**src/logic/glyphs.mem**
```
// One 50-bit glyph row per line, the leftmost character is the leftmost pixel of the letter
// 41 rows per letter, letters in slot order H U E L I T
00000000000000000000000000000000000000000000000000
00000000000000000000000000000000000000000000000000
00000111111110000000000000000000000001111111100000
00000111111110000000000000000000000001111111100000
00000111111110000000000000000000000001111111100000
00000111111110000000000000000000000001111111100000
00000111111110000000000000000000000001111111100000
00000111111110000000000000000000000001111111100000
00000111111110000000000000000000000001111111100000
00000111111110000000000000000000000001111111100000
00000111111110000000000000000000000001111111100000
00000111111110000000000000000000000001111111100000
00000111111110000000000000000000000001111111100000
00000111111110000000000000000000000001111111100000
00000111111110000000000000000000000001111111100000
00000111111110000000000000000000000001111111100000
00000111111110000000000000000000000001111111100000
00000111111110000000000000000000000001111111100000
00000111111111111111111111111111111111111111100000
00000111111111111111111111111111111111111111100000
00000111111111111111111111111111111111111111100000
00000111111111111111111111111111111111111111100000
00000111111111111111111111111111111111111111100000
00000111111111111111111111111111111111111111100000
00000111111110000000000000000000000001111111100000
00000111111110000000000000000000000001111111100000
00000111111110000000000000000000000001111111100000
00000111111110000000000000000000000001111111100000
00000111111110000000000000000000000001111111100000
00000111111110000000000000000000000001111111100000
00000111111110000000000000000000000001111111100000
00000111111110000000000000000000000001111111100000
00000111111110000000000000000000000001111111100000
00000111111110000000000000000000000001111111100000
00000111111110000000000000000000000001111111100000
00000111111110000000000000000000000001111111100000
00000111111110000000000000000000000001111111100000
00000111111110000000000000000000000001111111100000
00000111111110000000000000000000000001111111100000
00000000000000000000000000000000000000000000000000
00000000000000000000000000000000000000000000000000
00000000000000000000000000000000000000000000000000
00000000000000000000000000000000000000000000000000
00000111111110000000000000000000000001111111100000
00000111111110000000000000000000000001111111100000
00000111111110000000000000000000000001111111100000
00000111111110000000000000000000000001111111100000
00000111111110000000000000000000000001111111100000
00000111111110000000000000000000000001111111100000
00000111111110000000000000000000000001111111100000
00000111111110000000000000000000000001111111100000
00000111111110000000000000000000000001111111100000
00000111111110000000000000000000000001111111100000
00000111111110000000000000000000000001111111100000
00000111111110000000000000000000000001111111100000
00000111111110000000000000000000000001111111100000
00000111111110000000000000000000000001111111100000
00000111111110000000000000000000000001111111100000
00000111111110000000000000000000000001111111100000
00000111111110000000000000000000000001111111100000
00000111111110000000000000000000000001111111100000
00000111111110000000000000000000000001111111100000
00000111111110000000000000000000000001111111100000
00000111111110000000000000000000000001111111100000
00000111111110000000000000000000000001111111100000
00000111111110000000000000000000000001111111100000
00000111111110000000000000000000000001111111100000
00000111111110000000000000000000000001111111100000
00000111111110000000000000000000000001111111100000
00000111111110000000000000000000000001111111100000
00000111111110000000000000000000000001111111100000
00000111111110000000000000000000000001111111100000
00000111111110000000000000000000000001111111100000
00000111111111111111111111111111111111111111100000
00000111111111111111111111111111111111111111100000
00000111111111111111111111111111111111111111100000
00000111111111111111111111111111111111111111100000
00000111111111111111111111111111111111111111100000
00000111111111111111111111111111111111111111100000
00000000000000000000000000000000000000000000000000
00000000000000000000000000000000000000000000000000
00000000000000000000000000000000000000000000000000
00000000000000000000000000000000000000000000000000
00000111111111111111111111111111111111111111100000
00000111111111111111111111111111111111111111100000
00000111111111111111111111111111111111111111100000
00000111111111111111111111111111111111111111100000
00000111111111111111111111111111111111111111100000
00000111111111111111111111111111111111111111100000
00000111111110000000000000000000000000000000000000
00000111111110000000000000000000000000000000000000
00000111111110000000000000000000000000000000000000
00000111111110000000000000000000000000000000000000
00000111111110000000000000000000000000000000000000
00000111111110000000000000000000000000000000000000
00000111111110000000000000000000000000000000000000
00000111111110000000000000000000000000000000000000
00000111111110000000000000000000000000000000000000
00000111111110000000000000000000000000000000000000
00000111111111111111111111111111111111110000000000
00000111111111111111111111111111111111110000000000
00000111111111111111111111111111111111110000000000
00000111111111111111111111111111111111110000000000
00000111111111111111111111111111111111110000000000
00000111111111111111111111111111111111110000000000
00000111111110000000000000000000000000000000000000
00000111111110000000000000000000000000000000000000
00000111111110000000000000000000000000000000000000
00000111111110000000000000000000000000000000000000
00000111111110000000000000000000000000000000000000
00000111111110000000000000000000000000000000000000
00000111111110000000000000000000000000000000000000
00000111111110000000000000000000000000000000000000
00000111111110000000000000000000000000000000000000
00000111111111111111111111111111111111111111100000
00000111111111111111111111111111111111111111100000
00000111111111111111111111111111111111111111100000
00000111111111111111111111111111111111111111100000
00000111111111111111111111111111111111111111100000
00000111111111111111111111111111111111111111100000
00000000000000000000000000000000000000000000000000
00000000000000000000000000000000000000000000000000
00000000000000000000000000000000000000000000000000
00000000000000000000000000000000000000000000000000
00000111111110000000000000000000000000000000000000
00000111111110000000000000000000000000000000000000
00000111111110000000000000000000000000000000000000
00000111111110000000000000000000000000000000000000
00000111111110000000000000000000000000000000000000
00000111111110000000000000000000000000000000000000
00000111111110000000000000000000000000000000000000
00000111111110000000000000000000000000000000000000
00000111111110000000000000000000000000000000000000
00000111111110000000000000000000000000000000000000
00000111111110000000000000000000000000000000000000
00000111111110000000000000000000000000000000000000
00000111111110000000000000000000000000000000000000
00000111111110000000000000000000000000000000000000
00000111111110000000000000000000000000000000000000
00000111111110000000000000000000000000000000000000
00000111111110000000000000000000000000000000000000
00000111111110000000000000000000000000000000000000
00000111111110000000000000000000000000000000000000
00000111111110000000000000000000000000000000000000
00000111111110000000000000000000000000000000000000
00000111111110000000000000000000000000000000000000
00000111111110000000000000000000000000000000000000
00000111111110000000000000000000000000000000000000
00000111111110000000000000000000000000000000000000
00000111111110000000000000000000000000000000000000
00000111111110000000000000000000000000000000000000
00000111111110000000000000000000000000000000000000
00000111111110000000000000000000000000000000000000
00000111111110000000000000000000000000000000000000
00000111111110000000000000000000000000000000000000
00000111111111111111111111111111111111111111100000
00000111111111111111111111111111111111111111100000
00000111111111111111111111111111111111111111100000
00000111111111111111111111111111111111111111100000
00000111111111111111111111111111111111111111100000
00000111111111111111111111111111111111111111100000
00000000000000000000000000000000000000000000000000
00000000000000000000000000000000000000000000000000
00000000000000000000000000000000000000000000000000
00000000000000000000000000000000000000000000000000
00000111111111111111111111111111111111111111100000
00000111111111111111111111111111111111111111100000
00000111111111111111111111111111111111111111100000
00000111111111111111111111111111111111111111100000
00000111111111111111111111111111111111111111100000
00000111111111111111111111111111111111111111100000
00000000000000000000011111111000000000000000000000
00000000000000000000011111111000000000000000000000
00000000000000000000011111111000000000000000000000
00000000000000000000011111111000000000000000000000
00000000000000000000011111111000000000000000000000
00000000000000000000011111111000000000000000000000
00000000000000000000011111111000000000000000000000
00000000000000000000011111111000000000000000000000
00000000000000000000011111111000000000000000000000
00000000000000000000011111111000000000000000000000
00000000000000000000011111111000000000000000000000
00000000000000000000011111111000000000000000000000
00000000000000000000011111111000000000000000000000
00000000000000000000011111111000000000000000000000
00000000000000000000011111111000000000000000000000
00000000000000000000011111111000000000000000000000
00000000000000000000011111111000000000000000000000
00000000000000000000011111111000000000000000000000
00000000000000000000011111111000000000000000000000
00000000000000000000011111111000000000000000000000
00000000000000000000011111111000000000000000000000
00000000000000000000011111111000000000000000000000
00000000000000000000011111111000000000000000000000
00000000000000000000011111111000000000000000000000
00000000000000000000011111111000000000000000000000
00000111111111111111111111111111111111111111100000
00000111111111111111111111111111111111111111100000
00000111111111111111111111111111111111111111100000
00000111111111111111111111111111111111111111100000
00000111111111111111111111111111111111111111100000
00000111111111111111111111111111111111111111100000
00000000000000000000000000000000000000000000000000
00000000000000000000000000000000000000000000000000
00000000000000000000000000000000000000000000000000
00000000000000000000000000000000000000000000000000
00000111111111111111111111111111111111111111100000
00000111111111111111111111111111111111111111100000
00000111111111111111111111111111111111111111100000
00000111111111111111111111111111111111111111100000
00000111111111111111111111111111111111111111100000
00000111111111111111111111111111111111111111100000
00000000000000000000011111111000000000000000000000
00000000000000000000011111111000000000000000000000
00000000000000000000011111111000000000000000000000
00000000000000000000011111111000000000000000000000
00000000000000000000011111111000000000000000000000
00000000000000000000011111111000000000000000000000
00000000000000000000011111111000000000000000000000
00000000000000000000011111111000000000000000000000
00000000000000000000011111111000000000000000000000
00000000000000000000011111111000000000000000000000
00000000000000000000011111111000000000000000000000
00000000000000000000011111111000000000000000000000
00000000000000000000011111111000000000000000000000
00000000000000000000011111111000000000000000000000
00000000000000000000011111111000000000000000000000
00000000000000000000011111111000000000000000000000
00000000000000000000011111111000000000000000000000
00000000000000000000011111111000000000000000000000
00000000000000000000011111111000000000000000000000
00000000000000000000011111111000000000000000000000
00000000000000000000011111111000000000000000000000
00000000000000000000011111111000000000000000000000
00000000000000000000011111111000000000000000000000
00000000000000000000011111111000000000000000000000
00000000000000000000011111111000000000000000000000
00000000000000000000011111111000000000000000000000
00000000000000000000011111111000000000000000000000
00000000000000000000011111111000000000000000000000
00000000000000000000011111111000000000000000000000
00000000000000000000011111111000000000000000000000
00000000000000000000011111111000000000000000000000
00000000000000000000000000000000000000000000000000
00000000000000000000000000000000000000000000000000

```
**src/logic/banner_pkg.sv**
```systemverilog
package banner_pkg;

	// ########################################
	// Screen geometry
	// ########################################

	localparam int COORD_W = 11;
	typedef logic [COORD_W-1:0] coord_t;

	localparam int SLOT_COUNT = 6;
	typedef logic [2:0] slot_t;

	localparam int GLYPH_W = 50;
	localparam int GLYPH_H = 41;
	typedef logic [5:0] bit_idx_t;  // 0..GLYPH_W-1, counted from the right edge
	typedef logic [5:0] row_idx_t;  // 0..GLYPH_H-1, counted from the band top

	localparam coord_t BAND_TOP = 11'd280;

	// A slot covers the columns from its edge minus 49 up to the edge itself
	localparam coord_t [0:SLOT_COUNT-1] SLOT_RIGHT_EDGE = '{
		11'd250, 11'd310, 11'd370, 11'd480, 11'd540, 11'd600
	};

	// ########################################
	// Glyph memory
	// ########################################

	localparam int GLYPH_DEPTH = SLOT_COUNT * GLYPH_H;  // One entry per slot-row
	localparam int GLYPH_ADDR_W = $clog2(GLYPH_DEPTH);
	typedef logic [GLYPH_W-1:0] glyph_row_t;
	typedef logic [GLYPH_ADDR_W-1:0] glyph_addr_t;
	localparam string GLYPH_FILE = "/design/src/logic/glyphs.mem";

	// ########################################
	// Colour and rotation
	// ########################################

	typedef logic [2:0] color_t;
	localparam color_t COLOR_BG = 3'd7;

	typedef logic [2:0] phase_t;
	localparam phase_t PHASE_LAST = phase_t'(SLOT_COUNT - 1);

	typedef logic [31:0] tick_t;
	localparam int unsigned ROTATE_PERIOD_DEFAULT = 1562501;

endpackage

```
**src/logic/color_rotator.sv**
```systemverilog
`timescale 1ns/1ps

module color_rotator #(
	parameter int unsigned rotate_period = banner_pkg::ROTATE_PERIOD_DEFAULT
) (
	input  logic               clk,
	input  logic               arst_n,
	output banner_pkg::phase_t phase
);
	import banner_pkg::*;

	tick_t tick;
	logic  tick_wrap;

	assign tick_wrap = (tick == tick_t'(rotate_period - 1));  // Last clock of a period

	// ########################################
	// Tick counter
	// ########################################

	always_ff @(posedge clk or negedge arst_n) begin
		if (!arst_n) begin
			tick <= '0;
		end else if (tick_wrap) begin
			tick <= '0;
		end else begin
			tick <= tick + tick_t'(1);
		end
	end

	// ########################################
	// Phase counter
	// ########################################

	// Steps once per period and wraps from 5 back to 0
	always_ff @(posedge clk or negedge arst_n) begin
		if (!arst_n) begin
			phase <= '0;
		end else if (tick_wrap) begin
			phase <= (phase == PHASE_LAST) ? '0 : phase + phase_t'(1);
		end
	end

endmodule

```
**config.mk**
```make
export PLATFORM = sky130hd
export DESIGN_NAME = color_rotator
export DESIGN_NICKNAME = d
export VERILOG_FILES = /design/src/logic/banner_pkg.sv /design/src/logic/color_rotator.sv
export SDC_FILE = /design/constraint.sdc
export NUM_CORES = 1
export LEC_CHECK = 0
export BUFFER_PORTS_ARGS = -buffer_cell sky130_fd_sc_hd__buf_2
export CORE_MARGIN = 2
export CORE_UTILIZATION = 62
export DETAILED_ROUTE_END_ITERATION = 12
export PLACE_DENSITY = 0.83
export SLEW_MARGIN = 20
export SYNTH_ARGS = -nofsm -noshare
export SYNTH_HDL_FRONTEND = slang
export SYNTH_SLANG_ARGS = --single-unit
```
**constraint.sdc**
```tcl
create_clock -name clk -period 5.6 [get_ports clk]
set_input_delay 0.84 -clock clk [delete_from_list [all_inputs] [get_ports clk]]
set_output_delay 0.84 -clock clk [all_outputs]
set_load 0.05 [all_outputs]
```
**Yosys cells after proc, flatten, opt, wreduce, memory -nomap -nowiden**

Cells that the tools add are included.

- Flip-flop bits (word level): 35
- Bits of input ports: 2
- Logic and storage cells: 8

- $add $sub $neg: 2
- Equal/unequal tests: 2
- Multiplexer cells: 2

Operators by type and width:

| cell | count |
|---|---|
| adder 32 x 1 -> 32 bit (second input constant) | 1 |
| == test 32 x 21 -> 1 bit (second input constant) | 1 |
| 2-to-1 mux 32 bit | 1 |
| adder 3 x 1 -> 3 bit (second input constant) | 1 |
| == test 3 bit (second input constant) | 1 |
| 2-to-1 mux 3 bit | 1 |

**Logic depth before layout (Yosys ltp)**

- Depth in word-level cells: 2
- Mapped depth: 7
- Depth with buffers taken out: 6

**Least setup slack after synthesis**

No wires, ideal clock.

- Path kind: register to register
- From: register tick[0]
- To: register phase[1]
- Library setup time: 0.125 ns
- Arrival: 1.688 ns
- Data required time: 5.475 ns
- Slack: 3.787 ns
- Stages on the path, launching flop included: 7
- Buffers on the path: 0
- Clock period less this slack: 1.813 ns
- Cells stage by stage: dfrtp_1 > inv_1 > ha_1 > nor4b_1 > nand3_1 > nor4_1 > mux2_2

- Longest elaborated chain between the ends: 1

Ends and longest elaborated chain:

| item | line | text |
|---|---|---|
| start, declared | color_rotator.sv:12 | `tick_t tick;` |
| start signal, assigned | color_rotator.sv:27 | `tick <= tick + tick_t'(1);` |
| == test 32 x 21 -> 1 bit | color_rotator.sv:15 | `assign tick_wrap = (tick == tick_t'(rotate_period - 1));` |
| end signal, assigned | color_rotator.sv:40 | `phase <= (phase == PHASE_LAST) ? '0 : phase + phase_t'(1);` |
| end, declared | color_rotator.sv:8 | `output banner_pkg::phase_t phase` |

Every way passes these cells.
A chain may end at the register's enable or synchronous reset.

**Worst setup path after layout**

- From: register tick[0]
- To: register phase[0]

The elaborated chain is that of the path after synthesis.

==> run summary <==
top cell type's share of synthesized area: 49.3%
DIE WIDTH: 57.6 µm
CTS sink cnt: 35
sequential share of power: 60.8%
RSZ-0062 raised after global routing: no
RePlAce Congestion: 0.834
synth unique cells: 34
clock network fraction of total power: 38.0%
Ports: 5
Congestion Overflow GR: 0
Ys Warns: 0
PwrDens: 218 mW/mm²
Worst Path Required: 5.78 ns
fin crit period: 2.23 ns
final hold vios: 0
Fin Setup TNS: 0 ns
fin util: 69.5%
via/cell ratio: 6.69
Detailed Route Iter0 Violations: 91
Layout fillers: 206
NetSw: 0.0884 mW
Worst Path Max Fanout: 15
Setup violations, final: 0
Initial DRT Pass Iterations: 4
LEAKAGE: 0.793 nW
post-synthesis async set-or-reset flop share: 100%
TritonCTS clock tree: built
Worst Setup Start Kind: flip-flop
routed len/inst: 18.2 µm
Post-CTS Setup Inserts: 0
post-CTS sizing: 0
ys flop type: dfrtp_1
worst endpoint data arrival time: 2.41 ns
synthesized area: 0.00178 mm²
max-cap violation count: 0
Syn Area/Cell: 10.3 µm²
largest net degree at the start of global routing: 36
overall power: 0.415 mW
Clock Skews: 0.00531 ns
n_diodes: 0
Comb pwr share: 1.2%
Tightest Pin Transition: 1.04 ns
CORE AREA: 0.00273 mm²
initial antenna violation count: 0
root buf cell: clkbuf_4
Layout area overhead: 6.90%
DIE HEIGHT: 57.6 µm
sequential area share after synthesis: 49.3%
post-DP HPWL: 2680 µm
Max VDD drop: 210 µV
first-pass GRT wire length: 6730 µm
top-count cell post-synth: dfrtp_1
Syn Inst Count: 173
WHS Path Cells: 1
Num CTS Buffers: 5
Final Max Tran Viols: 0
Mapped Nets: 177
H-tree levels: 2
clock tree buffer depth: 2
nets@finish: 187
Post-synth EDFFs: 0
period utilization: 39.8%
Crit. End Element: flip-flop
Synth area leader: dfrtp_1
Layout Cells excl Fill: 215
cell internal pwr: 0.327 mW
sw frac: 21.3%
Worst-Skew Late Latency: 0.34 ns
DR DRC count: 0
row cnt: 19
IO buf count: 4
initial core utilization: 65.0%
HP Class: flip-flop to flip-flop
FF+latch count, synth: 35
Via Count: 1,438
Commonest cells post-synth: dfrtp_1 (35), xnor2_1 (19), nor2_1 (15), nand4_1 (14), nand3_1 (13)
vias in the first global route: 1,434
FF-to-FF path depth: 6
CTS clk-pin slew, worst paths: 0.11 ns
die area: 0.00331 mm²
Slew Limit Headroom: 29.8%
ANT nets after route: 0
Post-Route WL: 3910 µm
fmax: 0.449 GHz
outcome: finished clean
gr usage total: 26.8%
Synth area leaders: dfrtp_1 (49%), xnor2_1 (9.4%), nand4_1 (4.9%)
CP Class: flip-flop to flip-flop
share of cells above drive strength 1: 11.4%
placed cell count: 207
hold_buf cts: 0
path summary, 6_finish.rpt:
check / startpoint / end / slack [ns]
hold reg to reg: tick[31] / tick[31] / 0.48
setup reg to reg: tick[0] / phase[0] / 3.37
hold / removal: tick[31] / tick[31] / 0.48
max in group asynchronous: arst_n / phase[1] / 4.55
setup / recovery: tick[0] / phase[0] / 3.37
min in group asynchronous: arst_n / tick[4] / 0.57
cell families (layout without fill, tap and decap cells):
group / Yosys count / after routing / share of synthesized area (%)
buffers and inverters: 7 / 18 / 1.55
and+or+nand+nor: 89 / 89 / 29.4
muxes: 3 / 3 / 1.83
xor gates and xnor gates: 24 / 24 / 11.8
DFF: 35 / 35 / 49.3
AOI/OAI and AO/OA: 13 / 13 / 4.71
adders and majority gates: 2 / 2 / 1.41
per-stage QoR:
step | hold WS (ns) | cell area (µm²) | worst slack [ns]
detailed placement | 0.467 | 1830 | 3.40
global route | 0.516 | 1900 | 3.14
floorplan | 0.446 | 1780 | 3.79
finish | 0.479 | 1900 | 3.37
CTS | 0.484 | 1900 | 3.34
global placement | 0.469 | 1830 | 3.55
flip-flops by register name (all words and copies together) (netlist names):
signal and flops:
phase 3, tick 32
area by class of cell:
class,count,area [µm²],area share [%]
clock buffer,8,68.8,3.62
multi-input combinational,131,875,46.0
sequential,35,876,46.1
tap,31,38.8,2.04
inverter,6,22.5,1.18
timing repair buffer,4,20.0,1.05
critical path: stages (launching register included):
cell,delay [ns]
dfrtp_1,0.44
inv_1,0.08
ha_1,0.13
nor4b_1,0.24
nand3_1,0.24
nor4_4,0.78
xor2_1,0.16
power groups by stage:
stage / Clock [mW] / Sequential (mW) / Combinational [mW]
after global routing: 0.169 / 0.253 / 0.00606
after detailed placement: 0 / 0.258 / 0.00524
after CTS: 0.159 / 0.253 / 0.00528
final: 0.158 / 0.253 / 0.00493
after floorplan: 0 / 0.258 / 0.000000265
after global placement: 0 / 0.258 / 0.00511
metal layers:
layer  GRT usage [%]  wire [µm]  vias to the layer above
met5               0          0                        -
met1            34.2       1610                      699
met2            43.8       1940                       72
met4            12.6         91                        0
met3            5.44        258                       11
li1                -          -                      656
layout by cell type (no fill, tap or decap), drive strengths merged, types with 3 or more instances in the layout:
master	Yosys	routed
a21oi	6	6
and3	4	4
and4	4	4
buf	1	4
clkbuf	0	8
dfrtp	35	35
inv	6	6
nand2	11	11
nand3	13	13
nand4	16	16
nor2	15	15
nor3	6	6
nor4	8	8
o31ai	3	3
or4	3	3
xnor2	19	19
xor2	5	5
No activity file was read; power rests on OpenSTA's default activity.
