File: config.mk
export PLATFORM = sky130hd
export DESIGN_NAME = slot_decoder
export DESIGN_NICKNAME = d
export VERILOG_FILES = /design/src/logic/banner_pkg.sv /design/src/logic/slot_decoder.sv
export SDC_FILE = /design/constraint.sdc
export NUM_CORES = 1
export LEC_CHECK = 0
export ABC_CLOCK_PERIOD_IN_PS = 800
export BUFFER_PORTS_ARGS = -buffer_cell sky130_fd_sc_hd__buf_2
export CAP_MARGIN = 20
export CORE_MARGIN = 4
export CORE_UTILIZATION = 51
export CTS_CLUSTER_SIZE = 25
export DETAILED_ROUTE_END_ITERATION = 6
export GPL_TIMING_DRIVEN = 0
export HOLD_SLACK_MARGIN = 0.05
export PLACE_DENSITY = 0.8
export RECOVER_POWER = 100
export SLEW_MARGIN = 15
export SYNTH_ARGS = -nofsm -noshare
export SYNTH_HDL_FRONTEND = slang
export SYNTH_SLANG_ARGS = --single-unit
File: constraint.sdc
create_clock -name clk -period 0.8 [get_ports clk]
set_input_delay 0.16 -clock clk [delete_from_list [all_inputs] [get_ports clk]]
set_output_delay 0.16 -clock clk [all_outputs]
set_load 0.02 [all_outputs]
File: src/logic/glyphs.mem
// One 50-bit glyph row per line, the leftmost character is the leftmost pixel of the letter
// 41 rows per letter, letters in slot order H U E L I T
00000000000000000000000000000000000000000000000000
00000000000000000000000000000000000000000000000000
00000111111110000000000000000000000001111111100000
00000111111110000000000000000000000001111111100000
00000111111110000000000000000000000001111111100000
00000111111110000000000000000000000001111111100000
00000111111110000000000000000000000001111111100000
00000111111110000000000000000000000001111111100000
00000111111110000000000000000000000001111111100000
00000111111110000000000000000000000001111111100000
00000111111110000000000000000000000001111111100000
00000111111110000000000000000000000001111111100000
00000111111110000000000000000000000001111111100000
00000111111110000000000000000000000001111111100000
00000111111110000000000000000000000001111111100000
00000111111110000000000000000000000001111111100000
00000111111110000000000000000000000001111111100000
00000111111110000000000000000000000001111111100000
00000111111111111111111111111111111111111111100000
00000111111111111111111111111111111111111111100000
00000111111111111111111111111111111111111111100000
00000111111111111111111111111111111111111111100000
00000111111111111111111111111111111111111111100000
00000111111111111111111111111111111111111111100000
00000111111110000000000000000000000001111111100000
00000111111110000000000000000000000001111111100000
00000111111110000000000000000000000001111111100000
00000111111110000000000000000000000001111111100000
00000111111110000000000000000000000001111111100000
00000111111110000000000000000000000001111111100000
00000111111110000000000000000000000001111111100000
00000111111110000000000000000000000001111111100000
00000111111110000000000000000000000001111111100000
00000111111110000000000000000000000001111111100000
00000111111110000000000000000000000001111111100000
00000111111110000000000000000000000001111111100000
00000111111110000000000000000000000001111111100000
00000111111110000000000000000000000001111111100000
00000111111110000000000000000000000001111111100000
00000000000000000000000000000000000000000000000000
00000000000000000000000000000000000000000000000000
00000000000000000000000000000000000000000000000000
00000000000000000000000000000000000000000000000000
00000111111110000000000000000000000001111111100000
00000111111110000000000000000000000001111111100000
00000111111110000000000000000000000001111111100000
00000111111110000000000000000000000001111111100000
00000111111110000000000000000000000001111111100000
00000111111110000000000000000000000001111111100000
00000111111110000000000000000000000001111111100000
00000111111110000000000000000000000001111111100000
00000111111110000000000000000000000001111111100000
00000111111110000000000000000000000001111111100000
00000111111110000000000000000000000001111111100000
00000111111110000000000000000000000001111111100000
00000111111110000000000000000000000001111111100000
00000111111110000000000000000000000001111111100000
00000111111110000000000000000000000001111111100000
00000111111110000000000000000000000001111111100000
00000111111110000000000000000000000001111111100000
00000111111110000000000000000000000001111111100000
00000111111110000000000000000000000001111111100000
00000111111110000000000000000000000001111111100000
00000111111110000000000000000000000001111111100000
00000111111110000000000000000000000001111111100000
00000111111110000000000000000000000001111111100000
00000111111110000000000000000000000001111111100000
00000111111110000000000000000000000001111111100000
00000111111110000000000000000000000001111111100000
00000111111110000000000000000000000001111111100000
00000111111110000000000000000000000001111111100000
00000111111110000000000000000000000001111111100000
00000111111110000000000000000000000001111111100000
00000111111111111111111111111111111111111111100000
00000111111111111111111111111111111111111111100000
00000111111111111111111111111111111111111111100000
00000111111111111111111111111111111111111111100000
00000111111111111111111111111111111111111111100000
00000111111111111111111111111111111111111111100000
00000000000000000000000000000000000000000000000000
00000000000000000000000000000000000000000000000000
00000000000000000000000000000000000000000000000000
00000000000000000000000000000000000000000000000000
00000111111111111111111111111111111111111111100000
00000111111111111111111111111111111111111111100000
00000111111111111111111111111111111111111111100000
00000111111111111111111111111111111111111111100000
00000111111111111111111111111111111111111111100000
00000111111111111111111111111111111111111111100000
00000111111110000000000000000000000000000000000000
00000111111110000000000000000000000000000000000000
00000111111110000000000000000000000000000000000000
00000111111110000000000000000000000000000000000000
00000111111110000000000000000000000000000000000000
00000111111110000000000000000000000000000000000000
00000111111110000000000000000000000000000000000000
00000111111110000000000000000000000000000000000000
00000111111110000000000000000000000000000000000000
00000111111110000000000000000000000000000000000000
00000111111111111111111111111111111111110000000000
00000111111111111111111111111111111111110000000000
00000111111111111111111111111111111111110000000000
00000111111111111111111111111111111111110000000000
00000111111111111111111111111111111111110000000000
00000111111111111111111111111111111111110000000000
00000111111110000000000000000000000000000000000000
00000111111110000000000000000000000000000000000000
00000111111110000000000000000000000000000000000000
00000111111110000000000000000000000000000000000000
00000111111110000000000000000000000000000000000000
00000111111110000000000000000000000000000000000000
00000111111110000000000000000000000000000000000000
00000111111110000000000000000000000000000000000000
00000111111110000000000000000000000000000000000000
00000111111111111111111111111111111111111111100000
00000111111111111111111111111111111111111111100000
00000111111111111111111111111111111111111111100000
00000111111111111111111111111111111111111111100000
00000111111111111111111111111111111111111111100000
00000111111111111111111111111111111111111111100000
00000000000000000000000000000000000000000000000000
00000000000000000000000000000000000000000000000000
00000000000000000000000000000000000000000000000000
00000000000000000000000000000000000000000000000000
00000111111110000000000000000000000000000000000000
00000111111110000000000000000000000000000000000000
00000111111110000000000000000000000000000000000000
00000111111110000000000000000000000000000000000000
00000111111110000000000000000000000000000000000000
00000111111110000000000000000000000000000000000000
00000111111110000000000000000000000000000000000000
00000111111110000000000000000000000000000000000000
00000111111110000000000000000000000000000000000000
00000111111110000000000000000000000000000000000000
00000111111110000000000000000000000000000000000000
00000111111110000000000000000000000000000000000000
00000111111110000000000000000000000000000000000000
00000111111110000000000000000000000000000000000000
00000111111110000000000000000000000000000000000000
00000111111110000000000000000000000000000000000000
00000111111110000000000000000000000000000000000000
00000111111110000000000000000000000000000000000000
00000111111110000000000000000000000000000000000000
00000111111110000000000000000000000000000000000000
00000111111110000000000000000000000000000000000000
00000111111110000000000000000000000000000000000000
00000111111110000000000000000000000000000000000000
00000111111110000000000000000000000000000000000000
00000111111110000000000000000000000000000000000000
00000111111110000000000000000000000000000000000000
00000111111110000000000000000000000000000000000000
00000111111110000000000000000000000000000000000000
00000111111110000000000000000000000000000000000000
00000111111110000000000000000000000000000000000000
00000111111110000000000000000000000000000000000000
00000111111111111111111111111111111111111111100000
00000111111111111111111111111111111111111111100000
00000111111111111111111111111111111111111111100000
00000111111111111111111111111111111111111111100000
00000111111111111111111111111111111111111111100000
00000111111111111111111111111111111111111111100000
00000000000000000000000000000000000000000000000000
00000000000000000000000000000000000000000000000000
00000000000000000000000000000000000000000000000000
00000000000000000000000000000000000000000000000000
00000111111111111111111111111111111111111111100000
00000111111111111111111111111111111111111111100000
00000111111111111111111111111111111111111111100000
00000111111111111111111111111111111111111111100000
00000111111111111111111111111111111111111111100000
00000111111111111111111111111111111111111111100000
00000000000000000000011111111000000000000000000000
00000000000000000000011111111000000000000000000000
00000000000000000000011111111000000000000000000000
00000000000000000000011111111000000000000000000000
00000000000000000000011111111000000000000000000000
00000000000000000000011111111000000000000000000000
00000000000000000000011111111000000000000000000000
00000000000000000000011111111000000000000000000000
00000000000000000000011111111000000000000000000000
00000000000000000000011111111000000000000000000000
00000000000000000000011111111000000000000000000000
00000000000000000000011111111000000000000000000000
00000000000000000000011111111000000000000000000000
00000000000000000000011111111000000000000000000000
00000000000000000000011111111000000000000000000000
00000000000000000000011111111000000000000000000000
00000000000000000000011111111000000000000000000000
00000000000000000000011111111000000000000000000000
00000000000000000000011111111000000000000000000000
00000000000000000000011111111000000000000000000000
00000000000000000000011111111000000000000000000000
00000000000000000000011111111000000000000000000000
00000000000000000000011111111000000000000000000000
00000000000000000000011111111000000000000000000000
00000000000000000000011111111000000000000000000000
00000111111111111111111111111111111111111111100000
00000111111111111111111111111111111111111111100000
00000111111111111111111111111111111111111111100000
00000111111111111111111111111111111111111111100000
00000111111111111111111111111111111111111111100000
00000111111111111111111111111111111111111111100000
00000000000000000000000000000000000000000000000000
00000000000000000000000000000000000000000000000000
00000000000000000000000000000000000000000000000000
00000000000000000000000000000000000000000000000000
00000111111111111111111111111111111111111111100000
00000111111111111111111111111111111111111111100000
00000111111111111111111111111111111111111111100000
00000111111111111111111111111111111111111111100000
00000111111111111111111111111111111111111111100000
00000111111111111111111111111111111111111111100000
00000000000000000000011111111000000000000000000000
00000000000000000000011111111000000000000000000000
00000000000000000000011111111000000000000000000000
00000000000000000000011111111000000000000000000000
00000000000000000000011111111000000000000000000000
00000000000000000000011111111000000000000000000000
00000000000000000000011111111000000000000000000000
00000000000000000000011111111000000000000000000000
00000000000000000000011111111000000000000000000000
00000000000000000000011111111000000000000000000000
00000000000000000000011111111000000000000000000000
00000000000000000000011111111000000000000000000000
00000000000000000000011111111000000000000000000000
00000000000000000000011111111000000000000000000000
00000000000000000000011111111000000000000000000000
00000000000000000000011111111000000000000000000000
00000000000000000000011111111000000000000000000000
00000000000000000000011111111000000000000000000000
00000000000000000000011111111000000000000000000000
00000000000000000000011111111000000000000000000000
00000000000000000000011111111000000000000000000000
00000000000000000000011111111000000000000000000000
00000000000000000000011111111000000000000000000000
00000000000000000000011111111000000000000000000000
00000000000000000000011111111000000000000000000000
00000000000000000000011111111000000000000000000000
00000000000000000000011111111000000000000000000000
00000000000000000000011111111000000000000000000000
00000000000000000000011111111000000000000000000000
00000000000000000000011111111000000000000000000000
00000000000000000000011111111000000000000000000000
00000000000000000000000000000000000000000000000000
00000000000000000000000000000000000000000000000000

File: src/logic/banner_pkg.sv
package banner_pkg;

	// ########################################
	// Screen geometry
	// ########################################

	localparam int COORD_W = 11;
	typedef logic [COORD_W-1:0] coord_t;

	localparam int SLOT_COUNT = 6;
	typedef logic [2:0] slot_t;

	localparam int GLYPH_W = 50;
	localparam int GLYPH_H = 41;
	typedef logic [5:0] bit_idx_t;  // 0..GLYPH_W-1, counted from the right edge
	typedef logic [5:0] row_idx_t;  // 0..GLYPH_H-1, counted from the band top

	localparam coord_t BAND_TOP = 11'd280;

	// A slot covers the columns from its edge minus 49 up to the edge itself
	localparam coord_t [0:SLOT_COUNT-1] SLOT_RIGHT_EDGE = '{
		11'd250, 11'd310, 11'd370, 11'd480, 11'd540, 11'd600
	};

	// ########################################
	// Glyph memory
	// ########################################

	localparam int GLYPH_DEPTH = SLOT_COUNT * GLYPH_H;  // One entry per slot-row
	localparam int GLYPH_ADDR_W = $clog2(GLYPH_DEPTH);
	typedef logic [GLYPH_W-1:0] glyph_row_t;
	typedef logic [GLYPH_ADDR_W-1:0] glyph_addr_t;
	localparam string GLYPH_FILE = "/design/src/logic/glyphs.mem";

	// ########################################
	// Colour and rotation
	// ########################################

	typedef logic [2:0] color_t;
	localparam color_t COLOR_BG = 3'd7;

	typedef logic [2:0] phase_t;
	localparam phase_t PHASE_LAST = phase_t'(SLOT_COUNT - 1);

	typedef logic [31:0] tick_t;
	localparam int unsigned ROTATE_PERIOD_DEFAULT = 1562501;

endpackage

File: src/logic/slot_decoder.sv
`timescale 1ns/1ps

module slot_decoder (
	input  logic                 clk,
	input  logic                 arst_n,
	input  logic                 pixel_valid,
	input  banner_pkg::coord_t   col,
	input  banner_pkg::coord_t   row,
	output logic                 s1_valid,
	output logic                 s1_hit,
	output banner_pkg::slot_t    s1_slot,
	output banner_pkg::row_idx_t s1_row_idx,
	output banner_pkg::bit_idx_t s1_bit_idx
);
	import banner_pkg::*;

	logic                  in_band;
	logic [SLOT_COUNT-1:0] in_slot;
	logic                  col_hit;
	logic                  hit;
	slot_t                 slot_sel;
	coord_t                edge_sel;
	coord_t                row_off;
	coord_t                bit_off;

	// ########################################
	// Window decode
	// ########################################

	assign in_band = (row >= BAND_TOP) && (row < BAND_TOP + coord_t'(GLYPH_H));
	assign row_off = row - BAND_TOP;

	for (genvar i = 0; i < SLOT_COUNT; i++) begin : g_window
		assign in_slot[i] = (col > SLOT_RIGHT_EDGE[i] - coord_t'(GLYPH_W)) &&
			(col <= SLOT_RIGHT_EDGE[i]);
	end

	// The windows never overlap, so at most one bit of in_slot is set
	always_comb begin
		slot_sel = '0;
		edge_sel = '0;
		for (int i = 0; i < SLOT_COUNT; i++) begin
			if (in_slot[i]) begin
				slot_sel = slot_t'(i);
				edge_sel = SLOT_RIGHT_EDGE[i];
			end
		end
	end

	assign col_hit = |in_slot;
	assign hit = in_band && col_hit;
	assign bit_off = edge_sel - col;  // Bit 49 is the leftmost column of a glyph

	// ########################################
	// Stage 1 register
	// ########################################

	always_ff @(posedge clk or negedge arst_n) begin
		if (!arst_n) begin
			s1_valid <= 1'b0;
		end else begin
			s1_valid <= pixel_valid;
		end
	end

	always_ff @(posedge clk) begin
		if (pixel_valid) begin
			s1_hit <= hit;
			s1_slot <= slot_sel;
			s1_row_idx <= hit ? row_idx_t'(row_off) : '0;  // Keeps the address in range
			s1_bit_idx <= hit ? bit_idx_t'(bit_off) : '0;
		end
	end

endmodule

* Word level (Yosys, flattened, before mapping)
Index checks and enable logic that the tools add are counted.
** Cells by class
- Magnitude comparators :: 14
- Multipliers :: 0
- Equality and inequality tests :: 0
- Bitwise gates (word level) :: 0
- Divide/modulo/power cells :: 0
- Shift-type cells :: 0
- $add $sub $neg :: 2
- Reduce and logical (&&, ||, !) cells :: 10
- Mux-type cells :: 10
** Operators with widths (count)
- $gt A11 B9 Y1 const B :: 4
- $mux W6 :: 6
- $le A11 B9 Y1 const B :: 3
- $le A11 B10 Y1 const B :: 2
- $ge A11 B9 Y1 const B :: 1
- $gt A11 B10 Y1 const B :: 1
- $gt A11 B8 Y1 const B :: 1
- $le A11 B8 Y1 const B :: 1
- $lt A11 B9 Y1 const B :: 1
- $logic_and A1 B1 Y1 :: 8
- $mux W3 :: 2
- $reduce_or A6 Y1 :: 1
- $sub A6 B5 Y6 const B :: 1
- $sub A6 B6 Y6 :: 1
- $mux W1 :: 2
- $reduce_or A2 Y1 :: 1
** Storage, ports and cells
- Memories :: 0
- Flip-flop bits (word level) :: 17
- Latch bits :: 0
- Memory bits (read-only) :: 0
- Bits in writable memories :: 0
- Output and inout port bits :: 17
- Input port bits :: 25

* Depth between registers and ports, before layout
Gate-level depths: netlist of the first run.
- Word-level depth :: 9
- Gate-level depth with buffers :: 12
- Mapped depth without buffers :: 11

* Least setup slack after synthesis of the first run
OpenSTA, ideal clock, no wires.
- Path kind :: in2reg
- Start :: input port col[0]
- End :: register s1_bit_idx[5], data pin
- Setup slack :: -2.187 ns
- Cell stages on the path :: 12
- Library setup time :: 0.256 ns
- Required time :: 0.544 ns
- Arrival :: 2.731 ns
- Cells stage by stage :: buf_6 -> or3_4 -> o211ai_1 -> o32ai_1 -> nor2_1 -> inv_1 -> ha_1 -> nor2b_1 -> o31a_1 -> mux2_2 -> or4_1 -> o211a_1
** On the way
- Longest elaborated chain between the ends :: 9
- Elaborated cells between the ends (all ways) :: 27
- Those cells by class :: 1 x add/sub; 12 x order compare; 6 x mux; 8 x reduce/logical
** Ends and longest elaborated chain
- start: declaration :: line slot_decoder.sv:7 : input banner_pkg::coord_t col,
- $gt A11 B8 Y1 / $le A11 B8 Y1 (equally long branches) :: line slot_decoder.sv:34, slot_decoder.sv:35
- $logic_and A1 B1 Y1 :: line slot_decoder.sv:34 : assign in_slot[i] = (col > SLOT_RIGHT_EDGE[i] - coord_t'(GLYPH_W)) &&
- $mux W6 (6 in a row) :: line slot_decoder.sv:43 : if (in_slot[i]) begin
- $sub A6 B6 Y6 :: line slot_decoder.sv:52 : assign bit_off = edge_sel - col;
- end signal: assignment :: line slot_decoder.sv:71 : s1_bit_idx <= hit ? bit_idx_t'(bit_off) : '0;
- end: declaration :: line slot_decoder.sv:13 : output banner_pkg::bit_idx_t s1_bit_idx
Several ways; a longest one is shown, not always the timed one.
A chain may end at the register's enable or synchronous reset.

* Worst setup path in the final report of the first run
Ends and elaborated chain as after synthesis.

==> results.yml, run 1 <==
status:
  status: "finished with violations"
  failed_checks: "negative setup slack"
sta:
  worst_pin_slew_ps: 567.9
  finalCritPeriodShare: 3.935
  finalHoldViolations: 0
  slew_headroom: 0.6185
  report.final.slew_viol_count: 0
  finalSetupViolCount: 33
  rsz0062_at_grt: "yes"
  fin_crit_ps: 3148
  fmax_mhz: 317.7
  finalWorstSetupSlack_ps: -2348
clock_tree:
  clockBufferDepth: 2
  htreeDepth: 1
  cts_tree: "yes"
  cts.sink_count: 17
  numCtsBuffers: 3
  root_buffer: "clkbuf_4"
  cts.clk_slew.worst_paths_ps: 90
global_route:
  grt_max_degree: 18
  met3_usage: 0.006536
  grt_pass1_wl_um: 5809
  met2_usage: 0.3760
  grt_pass1_vias: 1356
  grt_usage: 0.2161
  antenna_found_initial: 0
  grt-ovfl-total: 0
  use_met1: 0.2619
  busiest_layer: "met2"
worst_setup_path:
  arrival_ps: 3180
  crit_slowest_cell: "nor3_1"
  path_class: "input pin to register"
  critPathRequiredTime_ps: 840
  critPathMaxFanout: 6
  crit_top_cell: "buf_8"
  path_cells: "buf_8 -> buf_8 -> buf_4 -> a21oi_1 -> nor3_1 -> o32ai_2 -> nor2_2 -> inv_1 -> ha_1 -> nor2b_4 -> o31a_1 -> mux2_2 -> or4_1 -> o211a_1"
  critPathLaunchType: "input pin"
  cp-end-kind: "register"
  cpPeakStageDelay_ps: 510
detailed_routing:
  num_vias: 1537
  via_per_inst: 6.683
  drc: 0
  routed_wl_um: 4636
  drtIter0Drc: 96
  wl_per_cell_um: 20.16
  firstDrtPassIters: 5
  postRouteAntennaNets: 0
synth:
  ys_seq_area_frac: 0.3737
  synth_most_common_cell: "edfxtp_1"
  synth_top_area_cell: "edfxtp_1"
  synth_area_um2: 1353
  synth_area_leaders: "edfxtp_1, ha_1, a21oi_1, inv_1, a211oi_1"
  yosys.area.top_type_share: 0.3552
  synth_common_cells: "edfxtp_1, a21oi_1, inv_1"
  synthCells: 140
  synth_fp_nets: 172
  synth-edff-count: 16
  synthFlopType: "edfxtp_1"
  ys_async_sr_fraction: 0.05882
  synth-seq-cells: 17
  ys_warn_count: 0
  syn_avg_cell_area_um2: 9.661
  synth.distinct_cells: 52
final_layout:
  area_growth_pct: 49.03
  nets: 233
  diodes: 0
  final_core_util: 0.8063
  drive_above_1_share: 0.5200
min_path:
  hp-class: "input pin to asynchronous set/reset pin"
floorplan:
  fp-row-count: 18
  die_h_um: 59.50
  die_w_um: 59.50
  ioPinCount: 42
  start_util: 0.5410
  core_um2: 2500
  dieArea_um2: 3540
power_and_ir_drop:
  leakage_nw: 0.8453
  p_int_mw: 1.553
  seq_power_share: 0.465
  powerDensity_nw_per_um2: 1107
  p_comb_frac: 0.340
  irDropWorstVdd_mv: 1.261
  p_switching_uw: 679.1
  p_total_mw: 2.232
  clock_power_share: 0.195
  sw_frac_of_total: 0.3042
placed_design:
  io_buffer_count: 39
  dp_hpwl_um: 2597
  place_congestion: 0.9236
job:
  cap_viol_max_count: 0
-- worst max-delay path: cells and delay by family --
family / cells / cell delay, ps
buf+inv: 4 / 410
fa+ha+maj: 1 / 270
mux: 1 / 290
simple gates: 4 / 1290
compound gates: 4 / 780
-- area by class of cell --
class	instances	area [um2]
plain buffers	9	88.84
inverters	13	48.80
clock buffers	4	26.28
well taps	30	37.54
multi-input cells	101	898.4
fillers	142	484.2
flip-flops and latches	17	505.5
repair buffers	56	410.4
-- through the flow --
step	setup WS, ps	cell area, um2	setup TNS [ps]	hold WS, ps	cells
after CTS	-2074	1871	-19600	171.5	227
after global routing	-2337	2016	-23160	176.5	230
after floorplan	-2181	1421	-16720	-135.6	140
final	-2348	2016	-22950	178.5	230
after global placement	-2558	1654	-21640	-64.40	209
after detailed placement	-2574	1654	-22150	-61.81	209
-- timing repair --
item,4_1_cts,5_1_grt
gates cloned,0,2
endpoints found under the hold margin,1,0
setup endpoints to repair,33,33
resized for setup,23,34
hold buffers,1,0
buffers inserted,13,2
pin swaps,11,8
-- cells by family after synthesis --
logic type	after synthesis	share of synthesized area
AND/OR/NAND/NOR	46	0.2137
AO/OA/AOI/OAI	44	0.2294
buffers and inverters	22	0.08511
flip-flops	17	0.3737
adder cells (fa/ha/maj)	7	0.07030
XOR/XNOR	3	0.01943
multiplexers	1	0.008325
-- flip-flops by register name, summed over array words and instances, names as in the netlist --
name,cells
s1_bit_idx,6
s1_hit,1
s1_row_idx,6
s1_slot,3
s1_valid,1
-- worst max-delay path by stage --
stage	startpoint	end	slack, ps	cells past startpoint
2_1_floorplan	col[0]	s1_bit_idx[5]	-2180	12
3_3_place_gp	col[1]	s1_bit_idx[5]	-2560	13
3_5_place_dp	col[0]	s1_bit_idx[5]	-2570	13
4_1_cts	col[0]	s1_bit_idx[5]	-2070	13
5_1_grt	col[0]	s1_bit_idx[5]	-2340	14
6_report	col[0]	s1_bit_idx[5]	-2350	14
-- layer usage --
metal,share of wire,wire (um)
met1,0.35,1625
met2,0.47,2188
met3,0.10,476
met4,0.075,346
met5,0,0
-- power groups by stage --
stage               Sequential (mW)  Clock (mW)  Combinational [mW]
floorplan                      1.12           0               0.299
finish                         1.04       0.435               0.759
global route                   1.04       0.466               0.803
global placement               1.05           0               0.550
detailed placement             1.05           0               0.568
CTS                            1.03       0.437               0.652
-- layout by cell type, fill, tap and decap left out, types with 2 or more instances in the layout --
master,count
clkbuf_4,5
buf_6,17
a21oi_2,10
inv_1,13
clkbuf_2,3
or3_4,2
nand2_1,10
nand3b_1,2
nor4_1,2
buf_8,2
or3_1,2
xor2_1,3
o311ai_2,2
nor4b_2,3
o21a_1,4
a21oi_1,3
nor4b_1,2
ha_1,5
buf_2,25
o21ai_0,3
nor3b_1,3
buf_4,15
edfxtp_1,16
nor2_1,5
a211oi_2,5
nor2_2,3
Note: power is estimated with default switching activity, not from simulation.
==> run 2, diff against run 1 <==
--- a/config.mk
+++ b/config.mk
@@ -14,6 +14,7 @@
 export DETAILED_ROUTE_END_ITERATION = 6
 export GPL_TIMING_DRIVEN = 0
 export HOLD_SLACK_MARGIN = 0.05
+export MAX_ROUTING_LAYER = met4
 export PLACE_DENSITY = 0.8
 export RECOVER_POWER = 100
 export SLEW_MARGIN = 15
==> results.yml, run 2 (synthesis results as in run 1) <==
status:
  status: "finished with violations"
  failed_checks: "negative setup slack"
clock_tree:
  root_buffer: "clkbuf_4"
  numCtsBuffers: 3
  cts_tree: "yes"
  htreeDepth: 1
  cts.sink_count: 17
  clockBufferDepth: 2
  cts.clk_slew.worst_paths_ps: 100
sta:
  slew_headroom: 0.7091
  rsz0062_at_grt: "yes"
  finalSetupViolCount: 33
  fin_crit_ps: 2981
  finalHoldViolations: 0
  worst_pin_slew_ps: 425.4
  finalWorstSetupSlack_ps: -2181
  report.final.slew_viol_count: 0
  fmax_mhz: 335.4
  finalCritPeriodShare: 3.727
floorplan:
  fp-row-count: 18
  ioPinCount: 42
  core_um2: 2500
  dieArea_um2: 3540
  die_h_um: 59.50
  start_util: 0.5410
  die_w_um: 59.50
worst_setup_path:
  arrival_ps: 3040
  cp-end-kind: "register"
  critPathLaunchType: "input pin"
  crit_slowest_cell: "or4_1"
  critPathMaxFanout: 5
  startpoint: "col[0]"
  cpPeakStageDelay_ps: 480
  path_class: "input pin to register"
  crit_end: "s1_bit_idx[5]"
  crit_family: "simple AND/OR/NAND/NOR gates"
  crit_top_cell: "buf_8"
  worst-path-stages: 13
  path_cells: "buf_8 -> buf_8 -> or3_4 -> o211ai_1 -> o32ai_2 -> nor2_2 -> inv_1 -> ha_1 -> nor2b_4 -> o31a_1 -> mux2_2 -> or4_1 -> o211a_1"
  critPathRequiredTime_ps: 860
  worst-path-buf-inv: 3
final_layout:
  drive_above_1_share: 0.5694
  nets: 242
  reg_top3: "s1_bit_idx: 6 flops, s1_row_idx: 6 flops, s1_slot: 3 flops"
  diodes: 0
  final_common_cell: "buf_6"
  final_core_util: 0.8824
  area_growth_pct: 63.09
  layout_common_cells: "buf_6, buf_2, buf_4, edfxtp_1, inv_1"
detailed_routing:
  firstDrtPassIters: 5
  topRoutingLayerUsed: "met4"
  wl_met1_um: 2020
  met2_length_um: 2688
  postRouteAntennaNets: 0
  wl_per_cell_um: 23.33
  met3_length_um: 511
  drtIter0Drc: 146
  routed_wl_um: 5576
  drc: 0
  num_vias: 1614
  via_per_inst: 6.753
global_route:
  grt_usage: 0.2746
  antenna_found_initial: 0
  grt_pass1_wl_um: 7113
  grt-ovfl-total: 0
  grt_max_degree: 18
  grt_pass1_vias: 1482
placed_design:
  place_congestion: 0.9213
  io_buffer_count: 39
  dp_hpwl_um: 2679
power_and_ir_drop:
  p_total_mw: 2.395
  powerDensity_nw_per_um2: 1086
  irDropWorstVdd_mv: 1.278
  leakage_nw: 0.9318
min_path:
  hp-class: "input pin to asynchronous set/reset pin"
job:
  cap_viol_max_count: 0
## run 2: how the worst min path moves through the flow
| stage | startpoint | endpoint |
|---|---|---|
| floorplan | arst_n | s1_valid |
| global placement | arst_n | s1_valid |
| detailed placement | arst_n | s1_valid |
| CTS | arst_n | s1_valid |
| global route | arst_n | s1_valid |
| finish | arst_n | s1_valid |
## run 2: layout make-up
cell class	count	area (um2)
fillers	114	294.0
flip-flops and latches	17	505.5
well taps	30	37.54
inverters	13	48.80
multi-input cells	101	970.9
clock buffers	4	26.28
repair buffers	65	524.3
plain buffers	9	92.59
## run 2: layer usage
metal,GRT usage,vias to the layer above
li1,-,674
met1,0.3288,755
met2,0.4446,143
met3,0.03922,42
met4,0.1456,0
met5,-,-
## run 2: where the power goes
group / total, mW / switching (mW) / internal [mW] / leakage (nW)
clock network: 0.481 / 0.286 / 0.194 / 0.0150
logic: 0.871 / 0.474 / 0.397 / 0.753
registers: 1.04 / 0.0228 / 1.02 / 0.164
## run 2: timing repair
| item | 4_1_cts | 5_1_grt |
|---|---|---|
| endpoints found under the hold margin | 1 | 0 |
| hold buffers | 1 | 0 |
| resized for setup | 33 | 51 |
| pin swaps | 11 | 15 |
| setup endpoints to repair | 33 | 33 |
| setup buffers | 19 | 7 |
## run 2: stage by stage
step                setup TNS, ps  hold slack [ps]  cells  cell area, um2  worst slack, ps
finish                     -25870            200.7    239            2206            -2181
floorplan                  -16720           -135.6    140            1421            -2181
global placement           -21690           -64.61    209            1654            -2566
CTS                        -20860            169.9    233            1973            -2112
global route               -26840            197.8    239            2206            -2225
detailed placement         -22290           -63.70    209            1654            -2591
